==> src/hdl/cpu_pkg.sv <==
package cpu_pkg;

    typedef logic [3:0] reg_sel_t;

    localparam reg_sel_t REG_ZERO = 4'd0;
    localparam reg_sel_t REG_A = 4'd1;
    localparam reg_sel_t REG_J = 4'd10;
    localparam reg_sel_t REG_N = 4'd14;

    // Instruction word layout
    localparam int JMP_BIT = 31;
    localparam int RD_HI = 27;
    localparam int RD_LO = 24;
    localparam int ALU_HI = 23;
    localparam int ALU_LO = 21;
    localparam int RS_HI = 20;
    localparam int RS_LO = 17;
    localparam int IMM_BIT = 16;
    localparam int IMM_HI = 15;
    localparam int IMM_LO = 0;
    localparam int REP_BIT = 12;
    localparam int RT_HI = 11;
    localparam int RT_LO = 8;
    localparam int JOFS_HI = 7;
    localparam int JOFS_LO = 0;
    localparam int STORE_BIT = 2;
    localparam int LOAD_BIT = 1;

    typedef enum logic [2:0] {
        ALU_ADD = 3'd0,
        ALU_SUB = 3'd1,
        ALU_OR = 3'd2,
        ALU_AND = 3'd3,
        ALU_XOR = 3'd4,
        ALU_RSV = 3'd5,
        ALU_CLAMP = 3'd6,
        ALU_MUL = 3'd7
    } alu_op_e;

    typedef struct packed {
        logic valid;
        reg_sel_t rs;
        reg_sel_t rt;
        reg_sel_t rd;
        alu_op_e alu;
        logic [31:0] imm;
        logic imm_en;
        logic load;
        logic store;
        logic repn;
    } dec_op_t;

    typedef struct packed {
        dec_op_t op;
        logic [31:0] sval;
        logic [31:0] tval;
    } rd_op_t;

    typedef struct packed {
        logic valid;
        reg_sel_t rd;
        logic [31:0] val;
    } wb_t;

    typedef struct packed {
        logic we;
        logic [31:0] addr;
        logic [31:0] wdata;
    } dbus_req_t;

endpackage

==> src/hdl/cpu_fetch.sv <==
module cpu_fetch #(
    parameter int PC_W = 16
) (
    input  logic            clk,
    input  logic            rst,
    input  logic            hold_i,
    input  logic            busy_i,
    input  logic            jump_i,
    input  logic [PC_W-1:0] jump_pc_i,
    output logic [PC_W-1:0] p_addr_o,
    input  logic [31:0]     p_data_i,
    output logic [31:0]     inst_o,
    output logic [PC_W-1:0] inst_pc_o,
    output logic            inst_valid_o
);

    logic [PC_W-1:0] pc;

    assign p_addr_o = pc;

    always_ff @(posedge clk) begin
        if (rst) begin
            pc <= '0;
            inst_valid_o <= 1'b0;
        end else if (jump_i) begin
            // Word fetched behind the jump is thrown away
            pc <= jump_pc_i;
            inst_valid_o <= 1'b0;
        end else if (!hold_i && !busy_i) begin
            pc <= pc + 1'b1;
            inst_o <= p_data_i;
            inst_pc_o <= pc;
            inst_valid_o <= 1'b1;
        end
    end

endmodule

==> src/hdl/cpu_decode.sv <==
module cpu_decode #(
    parameter int PC_W = 16
) (
    input  logic             clk,
    input  logic             rst,
    input  logic             hold_i,
    input  logic             busy_i,
    input  logic [31:0]      inst_i,
    input  logic [PC_W-1:0]  inst_pc_i,
    input  logic             inst_valid_i,
    output cpu_pkg::dec_op_t op_o,
    output logic             jump_o,
    output logic [PC_W-1:0]  jump_pc_o
);

    localparam int OFS_W = cpu_pkg::JOFS_HI - cpu_pkg::JOFS_LO + 1;

    logic             is_jump;
    logic             is_imm;
    logic [PC_W-1:0]  jump_ofs;
    cpu_pkg::dec_op_t dec;

    assign is_jump = inst_i[cpu_pkg::JMP_BIT];
    assign is_imm = inst_i[cpu_pkg::IMM_BIT];

    // Relative jumps are taken straight from the fetch register
    assign jump_ofs = {{(PC_W - OFS_W){inst_i[cpu_pkg::JOFS_HI]}},
                       inst_i[cpu_pkg::JOFS_HI:cpu_pkg::JOFS_LO]};
    assign jump_o = inst_valid_i && is_jump;
    assign jump_pc_o = inst_pc_i + jump_ofs;

    always_comb begin
        dec.valid = inst_valid_i && !is_jump;
        dec.rs = inst_i[cpu_pkg::RS_HI:cpu_pkg::RS_LO];
        dec.rt = inst_i[cpu_pkg::RT_HI:cpu_pkg::RT_LO];
        dec.rd = inst_i[cpu_pkg::RD_HI:cpu_pkg::RD_LO];
        dec.alu = cpu_pkg::alu_op_e'(inst_i[cpu_pkg::ALU_HI:cpu_pkg::ALU_LO]);
        dec.imm = {{16{inst_i[cpu_pkg::IMM_HI]}}, inst_i[cpu_pkg::IMM_HI:cpu_pkg::IMM_LO]};
        dec.imm_en = is_imm;
        // These bits overlap the immediate and the jump offset
        dec.load = !is_jump && !is_imm && inst_i[cpu_pkg::LOAD_BIT];
        dec.store = !is_jump && !is_imm && inst_i[cpu_pkg::STORE_BIT];
        dec.repn = !is_jump && !is_imm && inst_i[cpu_pkg::REP_BIT];
    end

    always_ff @(posedge clk) begin
        if (rst) begin
            op_o.valid <= 1'b0;
        end else if (!hold_i && !busy_i) begin
            op_o <= dec;
        end
    end

endmodule

==> src/hdl/cpu_regfile.sv <==
module cpu_regfile (
    input  logic             clk,
    input  logic             rst,
    input  logic             busy_i,
    input  logic             issue_i,
    input  cpu_pkg::dec_op_t op_i,
    output cpu_pkg::rd_op_t  rd_op_o,
    input  cpu_pkg::wb_t     wb_i,
    output logic             n_zero_o
);

    logic [31:0] gpr [cpu_pkg::REG_A:cpu_pkg::REG_J];
    logic [31:0] n_ff;
    logic [31:0] n_next;
    logic        n_zero_ff;

    function automatic logic [31:0] read_reg(input cpu_pkg::reg_sel_t sel);
        logic [31:0] val;
        val = '0;
        if (sel >= cpu_pkg::REG_A && sel <= cpu_pkg::REG_J) begin
            val = gpr[sel];
        end else if (sel == cpu_pkg::REG_N) begin
            val = n_ff;
        end
        return val;
    endfunction

    always_ff @(posedge clk) begin
        if (wb_i.valid && wb_i.rd >= cpu_pkg::REG_A && wb_i.rd <= cpu_pkg::REG_J) begin
            gpr[wb_i.rd] <= wb_i.val;
        end
    end

    // Write-back wins over the repeat decrement
    always_comb begin
        n_next = n_ff;
        if (wb_i.valid && wb_i.rd == cpu_pkg::REG_N) begin
            n_next = wb_i.val;
        end else if (issue_i && op_i.repn && n_ff != '0) begin
            n_next = n_ff - 1'b1;
        end
    end

    always_ff @(posedge clk) begin
        if (rst) begin
            n_ff <= '0;
            n_zero_ff <= 1'b1;
        end else begin
            n_ff <= n_next;
            n_zero_ff <= (n_next == '0);
        end
    end

    assign n_zero_o = n_zero_ff;

    always_ff @(posedge clk) begin
        if (rst) begin
            rd_op_o.op.valid <= 1'b0;
        end else if (!busy_i) begin
            if (issue_i) begin
                rd_op_o.op <= op_i;
                rd_op_o.sval <= read_reg(op_i.rs);
                rd_op_o.tval <= read_reg(op_i.rt);
            end else begin
                rd_op_o.op.valid <= 1'b0;
            end
        end
    end

endmodule

==> src/hdl/cpu_sequencer.sv <==
module cpu_sequencer (
    input  cpu_pkg::dec_op_t op_i,
    input  cpu_pkg::rd_op_t  rd_stage_i,
    input  cpu_pkg::rd_op_t  mem_stage_i,
    input  cpu_pkg::wb_t     wb_i,
    input  logic             n_zero_i,
    input  logic             busy_i,
    output logic             hold_o,
    output logic             issue_o
);

    logic hazard;
    logic rep_hold;

    function automatic logic writes(input cpu_pkg::dec_op_t op, input cpu_pkg::reg_sel_t sel);
        return op.valid && !op.store && op.rd != cpu_pkg::REG_ZERO && op.rd == sel;
    endfunction

    // Any in-flight producer of sel still ahead of the register write
    function automatic logic pending(input cpu_pkg::reg_sel_t sel);
        logic hit;
        hit = writes(rd_stage_i.op, sel) || writes(mem_stage_i.op, sel);
        hit = hit || (wb_i.valid && wb_i.rd == sel);
        return hit;
    endfunction

    always_comb begin
        hazard = 1'b0;
        if (op_i.valid) begin
            hazard = pending(op_i.rs);
            if (!op_i.imm_en) begin
                hazard = hazard || pending(op_i.rt);
            end
            // Repeat count must be settled before it is tested
            if (op_i.repn) begin
                hazard = hazard || pending(cpu_pkg::REG_N);
            end
        end
    end

    assign rep_hold = op_i.valid && op_i.repn && !n_zero_i;
    assign hold_o = hazard || rep_hold;
    assign issue_o = op_i.valid && !hazard && !busy_i;

endmodule

==> src/hdl/cpu_mem.sv <==
module cpu_mem (
    input  logic               clk,
    input  logic               rst,
    input  cpu_pkg::rd_op_t    op_i,
    output cpu_pkg::rd_op_t    op_o,
    output logic               busy_o,
    output cpu_pkg::dbus_req_t dbus_o,
    output logic               dbus_req_o,
    input  logic               dbus_ack_i,
    input  logic [31:0]        dbus_rdata_i
);

    typedef enum logic [1:0] {
        IDLE,
        REQ,
        RELEASE
    } state_e;

    state_e      state;
    logic [31:0] rdata_ff;
    logic        access;
    logic        done;

    assign access = op_i.op.valid && (op_i.op.load || op_i.op.store);
    // Transfer ends once the slave has dropped ack
    assign done = (state == RELEASE) && !dbus_ack_i;
    assign busy_o = access && !done;

    assign dbus_req_o = (state == REQ);

    always_comb begin
        dbus_o.we = op_i.op.store;
        dbus_o.addr = op_i.sval;
        dbus_o.wdata = op_i.tval;
    end

    always_ff @(posedge clk) begin
        if (rst) begin
            state <= IDLE;
        end else begin
            case (state)
                IDLE: begin
                    if (access) begin
                        state <= REQ;
                    end
                end
                REQ: begin
                    if (dbus_ack_i) begin
                        state <= RELEASE;
                    end
                end
                RELEASE: begin
                    if (!dbus_ack_i) begin
                        state <= IDLE;
                    end
                end
                default: state <= IDLE;
            endcase
        end
    end

    always_ff @(posedge clk) begin
        if (state == REQ && dbus_ack_i) begin
            rdata_ff <= dbus_rdata_i;
        end
    end

    always_comb begin
        op_o = op_i;
        if (op_i.op.imm_en) begin
            op_o.tval = op_i.op.imm;
        end
        if (access) begin
            op_o.op.valid = done;
            if (op_i.op.load) begin
                op_o.sval = rdata_ff;
            end
        end
    end

endmodule

==> src/hdl/cpu_execute.sv <==
module cpu_execute (
    input  logic            clk,
    input  logic            rst,
    input  cpu_pkg::rd_op_t op_i,
    output cpu_pkg::wb_t    wb_o
);

    logic [31:0] result;
    logic [31:0] s;
    logic [31:0] t;

    assign s = op_i.sval;
    assign t = op_i.tval;

    always_comb begin
        result = '0;
        case (op_i.op.alu)
            cpu_pkg::ALU_ADD: result = s + t;
            cpu_pkg::ALU_SUB: result = s - t;
            cpu_pkg::ALU_OR: result = s | t;
            cpu_pkg::ALU_AND: result = s & t;
            cpu_pkg::ALU_XOR: result = s ^ t;
            cpu_pkg::ALU_RSV: result = '0;
            cpu_pkg::ALU_CLAMP: begin
                // Saturate to a signed 16-bit range
                if ($signed(s) > 32'sd32767) begin
                    result = 32'h0000_7fff;
                end else if ($signed(s) < -32'sd32768) begin
                    result = 32'hffff_8000;
                end else begin
                    result = s;
                end
            end
            cpu_pkg::ALU_MUL: result = s * t;
            default: result = '0;
        endcase
    end

    always_ff @(posedge clk) begin
        if (rst) begin
            wb_o.valid <= 1'b0;
        end else begin
            wb_o.valid <= op_i.op.valid && !op_i.op.store && op_i.op.rd != cpu_pkg::REG_ZERO;
            wb_o.rd <= op_i.op.rd;
            wb_o.val <= result;
        end
    end

endmodule

==> src/hdl/cpu_top.sv <==
module cpu_top #(
    parameter int PC_W = 16
) (
    input  logic               clk,
    input  logic               rst,
    output logic [PC_W-1:0]    p_addr_o,
    input  logic [31:0]        p_data_i,
    output cpu_pkg::dbus_req_t dbus_o,
    output logic               dbus_req_o,
    input  logic               dbus_ack_i,
    input  logic [31:0]        dbus_rdata_i
);

    logic [31:0]      if_inst;
    logic [PC_W-1:0]  if_inst_pc;
    logic             if_inst_valid;
    cpu_pkg::dec_op_t dec_op;
    logic             dec_jump;
    logic [PC_W-1:0]  dec_jump_pc;
    logic             seq_hold;
    logic             seq_issue;
    cpu_pkg::rd_op_t  rf_rd_op;
    logic             rf_n_zero;
    cpu_pkg::rd_op_t  mem_op;
    logic             mem_busy;
    cpu_pkg::wb_t     ex_wb;

    cpu_fetch #(
        .PC_W(PC_W)
    ) u_fetch (
        .clk(clk),
        .rst(rst),
        .hold_i(seq_hold),
        .busy_i(mem_busy),
        .jump_i(dec_jump),
        .jump_pc_i(dec_jump_pc),
        .p_addr_o(p_addr_o),
        .p_data_i(p_data_i),
        .inst_o(if_inst),
        .inst_pc_o(if_inst_pc),
        .inst_valid_o(if_inst_valid)
    );

    cpu_decode #(
        .PC_W(PC_W)
    ) u_decode (
        .clk(clk),
        .rst(rst),
        .hold_i(seq_hold),
        .busy_i(mem_busy),
        .inst_i(if_inst),
        .inst_pc_i(if_inst_pc),
        .inst_valid_i(if_inst_valid),
        .op_o(dec_op),
        .jump_o(dec_jump),
        .jump_pc_o(dec_jump_pc)
    );

    cpu_sequencer u_sequencer (
        .op_i(dec_op),
        .rd_stage_i(rf_rd_op),
        .mem_stage_i(mem_op),
        .wb_i(ex_wb),
        .n_zero_i(rf_n_zero),
        .busy_i(mem_busy),
        .hold_o(seq_hold),
        .issue_o(seq_issue)
    );

    cpu_regfile u_regfile (
        .clk(clk),
        .rst(rst),
        .busy_i(mem_busy),
        .issue_i(seq_issue),
        .op_i(dec_op),
        .rd_op_o(rf_rd_op),
        .wb_i(ex_wb),
        .n_zero_o(rf_n_zero)
    );

    cpu_mem u_mem (
        .clk(clk),
        .rst(rst),
        .op_i(rf_rd_op),
        .op_o(mem_op),
        .busy_o(mem_busy),
        .dbus_o(dbus_o),
        .dbus_req_o(dbus_req_o),
        .dbus_ack_i(dbus_ack_i),
        .dbus_rdata_i(dbus_rdata_i)
    );

    cpu_execute u_execute (
        .clk(clk),
        .rst(rst),
        .op_i(mem_op),
        .wb_o(ex_wb)
    );

endmodule

==> config.mk <==
export PLATFORM = sky130hd
export DESIGN_NAME = cpu_top
export DESIGN_NICKNAME = d
export VERILOG_FILES = /design/src/hdl/cpu_pkg.sv /design/src/hdl/cpu_fetch.sv /design/src/hdl/cpu_decode.sv /design/src/hdl/cpu_regfile.sv /design/src/hdl/cpu_sequencer.sv /design/src/hdl/cpu_mem.sv /design/src/hdl/cpu_execute.sv /design/src/hdl/cpu_top.sv
export SDC_FILE = /design/constraint.sdc
export NUM_CORES = 2
export LEC_CHECK = 0
export BUFFER_PORTS_ARGS = -buffer_cell sky130_fd_sc_hd__buf_2
export CAP_MARGIN = 20
export CORE_MARGIN = 2
export CORE_UTILIZATION = 52
export CTS_CLUSTER_SIZE = 20
export DETAILED_ROUTE_END_ITERATION = 16
export GPL_TIMING_DRIVEN = 0
export PLACE_DENSITY = 0.67
export SLEW_MARGIN = 20
export SYNTH_ARGS = -nofsm -noshare
export SYNTH_HDL_FRONTEND = slang
export SYNTH_SLANG_ARGS = --single-unit
==> constraint.sdc <==
create_clock -name clk -period 13.95 [get_ports clk]
set_clock_uncertainty 0.2 [all_clocks]
set_input_delay 0 -clock clk [delete_from_list [all_inputs] [get_ports clk]]
set_output_delay 0 -clock clk [all_outputs]
set_load 0.01 [all_outputs]
## Word level (Yosys, flattened, before mapping)

Memory sizes are Yosys's and may differ from the RTL's. A register that Yosys moved wholly into a read port is not among the register bits.
Index checks and enable logic that the tools add are counted.

| operators by class | value |
|---|---|
| add/sub/neg operators | 5 |
| $mul | 1 |
| $lt $le $gt $ge | 8 |
| equality and inequality tests | 20 |
| multiplexer cells | 28 |
| bitwise gates (word level) | 6 |
| reductions and logical operators | 64 |

Operators by type and width:

| kind | count |
|---|---|
| 2-to-1 mux 32 bit | 11 |
| case mux 32 bit (8 select lines) | 1 |
| logical AND 1 bit | 34 |
| adder 32 bit | 1 |
| bitwise AND 32 bit | 1 |
| > comparator 32 x 16 -> 1 bit, second input constant | 1 |
| zero test 32 bit | 1 |
| less-than comparator 32 x 16 -> 1 bit, second input constant | 1 |
| multiplier 32 x 32 -> 32 bit | 1 |
| 2-to-1 mux 16 bit | 2 |
| OR 32 bit | 1 |
| nonzero test 32 bit | 1 |
| subtractor 32 x 1 -> 32 bit, second input constant | 1 |
| subtractor 32 bit | 1 |
| bitwise XOR 32 bit | 1 |
| adder 16 x 1 -> 16 bit, second input constant | 1 |
| adder 16 bit | 1 |
| equality test 4 bit | 4 |
| equality test 4 bit, second input constant | 4 |
| equality test 3 bit, second input constant | 4 |
| greater-or-equal comparator 4 x 1 -> 1 bit, second input constant | 3 |
| <= comparator 4 bit, second input constant | 3 |
| logical OR 1 bit | 10 |
| zero test 1 bit | 9 |
| other kinds (18) | 34 |

| word-level totals | value |
|---|---|
| register bits after elaboration | 296 |
| RAM bits | 320 |
| input bits | 67 |
| output and inout bits | 82 |
| memories | 1 |

Memory list:

| name | words | width | read ports | clocked after memory_dff | write ports | RTL line | RTL |
|---|---|---|---|---|---|---|---|
| u_regfile.gpr | 10 | 32 | 2 | 2 | 1 | cpu_regfile.sv:12 | `logic [31:0] gpr [cpu_pkg::REG_A:cpu_pkg::REG_J];` |

## Longest topological paths before layout

| depth | value |
|---|---|
| depth in word-level cells | 22 |
| mapped depth | 34 |

## Modules after synthesis

Synthesis repeated with hierarchy kept, for this count alone.

| unflattened totals | value |
|---|---|
| cell total of the unflattened synthesis | 4,736 |
| area total of the unflattened synthesis | 49,817.8 µm² |

Modules (own cells, without submodules):

| module | instances | cells each | area an instance (µm²) |
|---|---|---|---|
| cpu_regfile | 1 | 1,634 | 21,330.5 |
| cpu_execute | 1 | 2,486 | 20,863.8 |
| cpu_mem | 1 | 234 | 2,847.7 |
| cpu_fetch | 1 | 157 | 2,406.1 |
| cpu_decode | 1 | 172 | 1,959.4 |
| cpu_sequencer | 1 | 53 | 410.4 |

## Least setup slack after synthesis

OpenSTA, ideal clock, no wires.

| timing | value |
|---|---|
| kind | reg2reg |
| start | register u_regfile.rd_op_o[66] (netlist bit) |
| end | register u_execute.wb_o[31] (netlist bit) (data pin) |
| setup time | 279 ps |
| data arrival time | 8,266 ps |
| required time | 13,471 ps |
| setup slack | 5,205 ps |
| cell stages (with the launch flop) | 32 |
| clock period less this slack | 8,745 ps |
| cell sequence | edfxtp_1 > nand2_1 > buf_2 > buf_4 > mux2_2 > inv_1 > clkbuf_1 > nor2_1 > fa_1 > fa_1 > fa_1 > inv_1 > fa_1 > inv_1 > fa_1 > inv_1 > fa_1 > inv_1 > fa_1 > fa_1 > ha_1 > a21o_1 > a21o_1 > a21oi_1 > o21ai_0 > a31o_2 > a21o_1 > or3_1 > a221oi_1 > o21ai_0 > xnor2_1 > o221ai_1 |

| on the way | value |
|---|---|
| cells in the longest elaborated chain, start to end | 7 |
| elaborated cells between the ends (all ways) | 15 |
| classes of those cells | 2 x add/sub; 1 x mul; 2 x order compare; 5 x mux; 3 x bitwise; 2 x reduce/logical |

Ends and longest elaborated chain:

| item | RTL line | RTL |
|---|---|---|
| start, declared | cpu_regfile.sv:7 | `output cpu_pkg::rd_op_t rd_op_o,` |
| logical OR 1 bit | cpu_mem.sv:24 | `assign access = op_i.op.valid && (op_i.op.load \|\| op_i.op.store);` |
| logical AND 1 bit | cpu_mem.sv:24 |  |
| 2-to-1 mux 32 bit (*) | cpu_mem.sv:73 | `if (access) begin` |
| parallel branches: the longest is 3 deep, another holds multiplier 32 x 32 -> 32 bit | - |  |
| case mux 32 bit (8 select lines) (*) | cpu_execute.sv:17 | `case (op_i.op.alu)` |
| via u_execute.result[31] | cpu_execute.sv:8 | `logic [31:0] result;` |
| end, declared | cpu_execute.sv:5 | `output cpu_pkg::wb_t wb_o` |

Mark *: on every way through the listed nets, which the timed path passes.
A chain may end at the register's enable or synchronous reset.

## Final worst setup path

Same ends and word-level chain as after synthesis.

==> key figures <==
Place
  – Port buffer count: 144
  – Dpl hpwl: 129.1 mm
  – Placer's final routability congestion estimate: 1.050

Timing
  – Post-layout min period: 11.74 ns
  – Final hold vios: 0
  – RSZ-0062 raised after global routing: false
  – Slew Viols, Final: 0
  – Final setup violation count: 0
  – Worst-margin pin slew: 1.249 ns
  – Final setup TNS: 0 ns
  – Tcrit/Tclk final: 84.16%
  – Maximum clock frequency: 85.18 MHz
  – Max-slew headroom: 16.76%

Worst setup path
  – Slowest-stage cell, CP: clkbuf_1
  – Crit-path max FO: 11
  – Crit path DAT: 11.89 ns
  – CP endpoint kind: flop
  – CP max stage delay: 0.88 ns
  – Kind of critical path: flop to flop
  – Crit-path most repeated cell: fa_1
  – WP data required: 14.10 ns
  – Critical Path Start Type: flop

GRT
  – Grt total ovfl: 0
  – GRT Total Usage: 35.99%
  – Largest net degree at the start of global routing: 46
  – First-pass GRT wire length: 243.3 mm
  – Initial antenna violation count: 8
  – Number of global-route vias before repair: 36640

Clock tree
  – Clk Latency, worst-skew pair: 0.65 ns
  – Post-cts resize count: 0
  – CTS buffer count: 58
  – Clk pin slew, worst setup/hold paths: 0.07 ns
  – CTS sink count: 617
  – Hold bufs inserted after CTS: 126
  – Maximum buffer depth of the clock tree: 3
  – Post-CTS setup buffers: 0
  – H-tree depth: 2
  – TritonCTS clock tree: yes
  – Clock root buffer: clkbuf_16

Drt
  – 1st-iter DRT viols: 3907
  – Wire length per cell: 28.97 um
  – Antenna-violating nets left: 0
  – Pre-antenna DRT Iters: 6
  – Vias: 35780
  – DR DRC count: 0
  – Detailed-route vias per instance: 6.174
  – Final WL: 167.9 mm

Yosys
  – Register area share after synthesis: 37.79%
  – Syn Inst Count: 4204
  – Synthesized flop and latch total: 617
  – Syn. warnings: 0
  – Asr flop ratio synth: 0%
  – Synth unique cells: 80
  – EDFF count, synth: 554
  – Syn Area/Cell: 11.26 um2
  – Mapped Nets: 4919
  – Post-Syn Area: 0.04736 mm2
  – Primary FF master, synth: edfxtp_1

Floorplanning
  – Die span in x: 305.8 um
  – Core ar.: 0.09015 mm2
  – Site row count: 110
  – I/O Pins: 149
  – Die footprint: 0.09350 mm2
  – Die Ht: 305.8 um
  – Starting Density: 52.53%

Finish
  – Fillers: 7478
  – Multi-input logic area: 0.02644 mm2
  – Seq. cell area: 0.01790 mm2
  – Syn-to-layout area delta: 12.93%
  – Proportion of layout cells with a drive suffix above 1: 13.62%
  – Final core occ: 59.32%
  – Nets@finish: 5283

Worst hold path
  – Worst Hold Class: input pin to flop

Job
  – Max-Cap Viols: 0

Status
  – Outcome: finished clean
## routing by layer
layer | wire length, um | GRT usage, %
met3 | 15570 | 7.585
met1 | 61710 | 44.51
met5 | 51 | 0
met2 | 78290 | 58.02
met4 | 12300 | 22.39
## cells in the mapped netlist (all sizes together) (26+ instances only)
library cell / n / area [um2]
nand3: 32 / 160.2
a21oi: 222 / 1119
a211oi: 26 / 195.2
edfxtp: 554 / 16640
a21o: 31 / 232.7
inv: 461 / 1730
mux4: 128 / 2883
o21ai: 108 / 540.5
fa: 410 / 8208
nor2: 526 / 1982
xor2: 51 / 446.7
buf: 120 / 738.2
nor3: 32 / 176.4
mux2i: 95 / 958.4
a22o: 65 / 569.3
nand2: 308 / 1156
dfxtp: 63 / 1261
mux2: 98 / 1107
xnor2: 154 / 1349
clkbuf: 161 / 604.3
ha: 238 / 2978
## flip-flops by register name, summed over array words and instances, names as in the netlist, named ones only
register              count
u_decode.op_o            32
u_execute.wb_o           37
u_fetch.inst_o           29
u_fetch.inst_pc_o        16
u_fetch.inst_valid_o      1
u_fetch.p_addr_o         16
u_mem.rdata_ff           32
u_mem.state               2
u_regfile.gpr           320
u_regfile.n_ff           32
u_regfile.n_zero_o        1
u_regfile.rd_op_o        91
## placed cells by master (no fill, tap or decap), drive strengths merged, types with 18 or more instances in the layout
| cell type | Yosys | routed |
|---|---|---|
| dfxtp | 63 | 63 |
| nor3 | 32 | 32 |
| dlygate4sd3 | 0 | 126 |
| buf | 120 | 296 |
| clkbuf | 161 | 231 |
| and2 | 24 | 24 |
| or3 | 20 | 20 |
| a21oi | 222 | 222 |
| nand3 | 32 | 32 |
| mux4 | 128 | 128 |
| a22o | 65 | 65 |
| mux2i | 95 | 95 |
| nand2b | 18 | 18 |
| a31oi | 18 | 18 |
| inv | 461 | 463 |
| nor4 | 19 | 19 |
| xnor2 | 154 | 154 |
| o21ai | 108 | 108 |
| edfxtp | 554 | 554 |
| a21o | 31 | 31 |
| mux2 | 98 | 98 |
| nor2b | 18 | 18 |
| xor2 | 51 | 51 |
| nand2 | 308 | 308 |
| a211oi | 26 | 26 |
| ha | 238 | 238 |
| fa | 410 | 410 |
| and3 | 19 | 19 |
| clkinv | 14 | 37 |
| nor2 | 526 | 526 |
## kinds of logic after synthesis
group / count (synthesis) / share of synthesized area, %
and+or+nand+nor: 1068 / 9.797
buffers and inverters: 756 / 6.600
adders and majority gates: 648 / 23.62
DFF: 617 / 37.79
AOI/OAI and AO/OA: 589 / 7.948
muxes: 321 / 10.45
xor gates and xnor gates: 205 / 3.791
## critical path: cells and delay by family (launching register included)
family | cells | cell delay [ns]
buf+inv | 10 | 2.66
flops | 1 | 0.38
xor+xnor | 1 | 0.43
fa+ha+maj | 9 | 3.89
simple gates | 3 | 0.88
mux | 1 | 0.67
compound gates | 9 | 2.30
## path summary, 6_finish.rpt
kind                            slack, ns                  start               endpoint  depth (start not counted)
worst max-delay path                 2.21  u_regfile.rd_op_o[66]     u_execute.wb_o[31]                         33
worst max register to register       2.21  u_regfile.rd_op_o[66]     u_execute.wb_o[31]                         33
worst min register to register       0.22       u_decode.op_o[9]  u_regfile.rd_op_o[73]                          0
worst min-delay path                 0.09             dbus_ack_i         u_mem.state[0]                          4
## stage by stage
step / worst slack [ns] / instances / hold WS, ns / instance area, um2
floorplan: 5.205 / 4204 / -0.1011 / 47360
global placement: 1.288 / 5524 / -0.02355 / 49550
detailed placement: 2.505 / 5557 / -0.02191 / 50150
CTS: 2.486 / 5792 / 0.05462 / 53450
global route: 2.105 / 5793 / 0.09384 / 53470
finish: 2.210 / 5796 / 0.09416 / 53480
## layout make-up
type,instances,area share (%)
tap,1176,2.752
antenna,3,0.01404
clock inverter,41,0.8704
clock buffer,68,2.941
multi-input combinational,2831,49.44
sequential,617,33.47
inverter,475,3.336
buffer,281,2.527
timing repair buffer,304,4.649
Power is left out: the tool's default activity adds up to more than one toggle a clock period on the data nets, which glitch-free logic cannot reach.
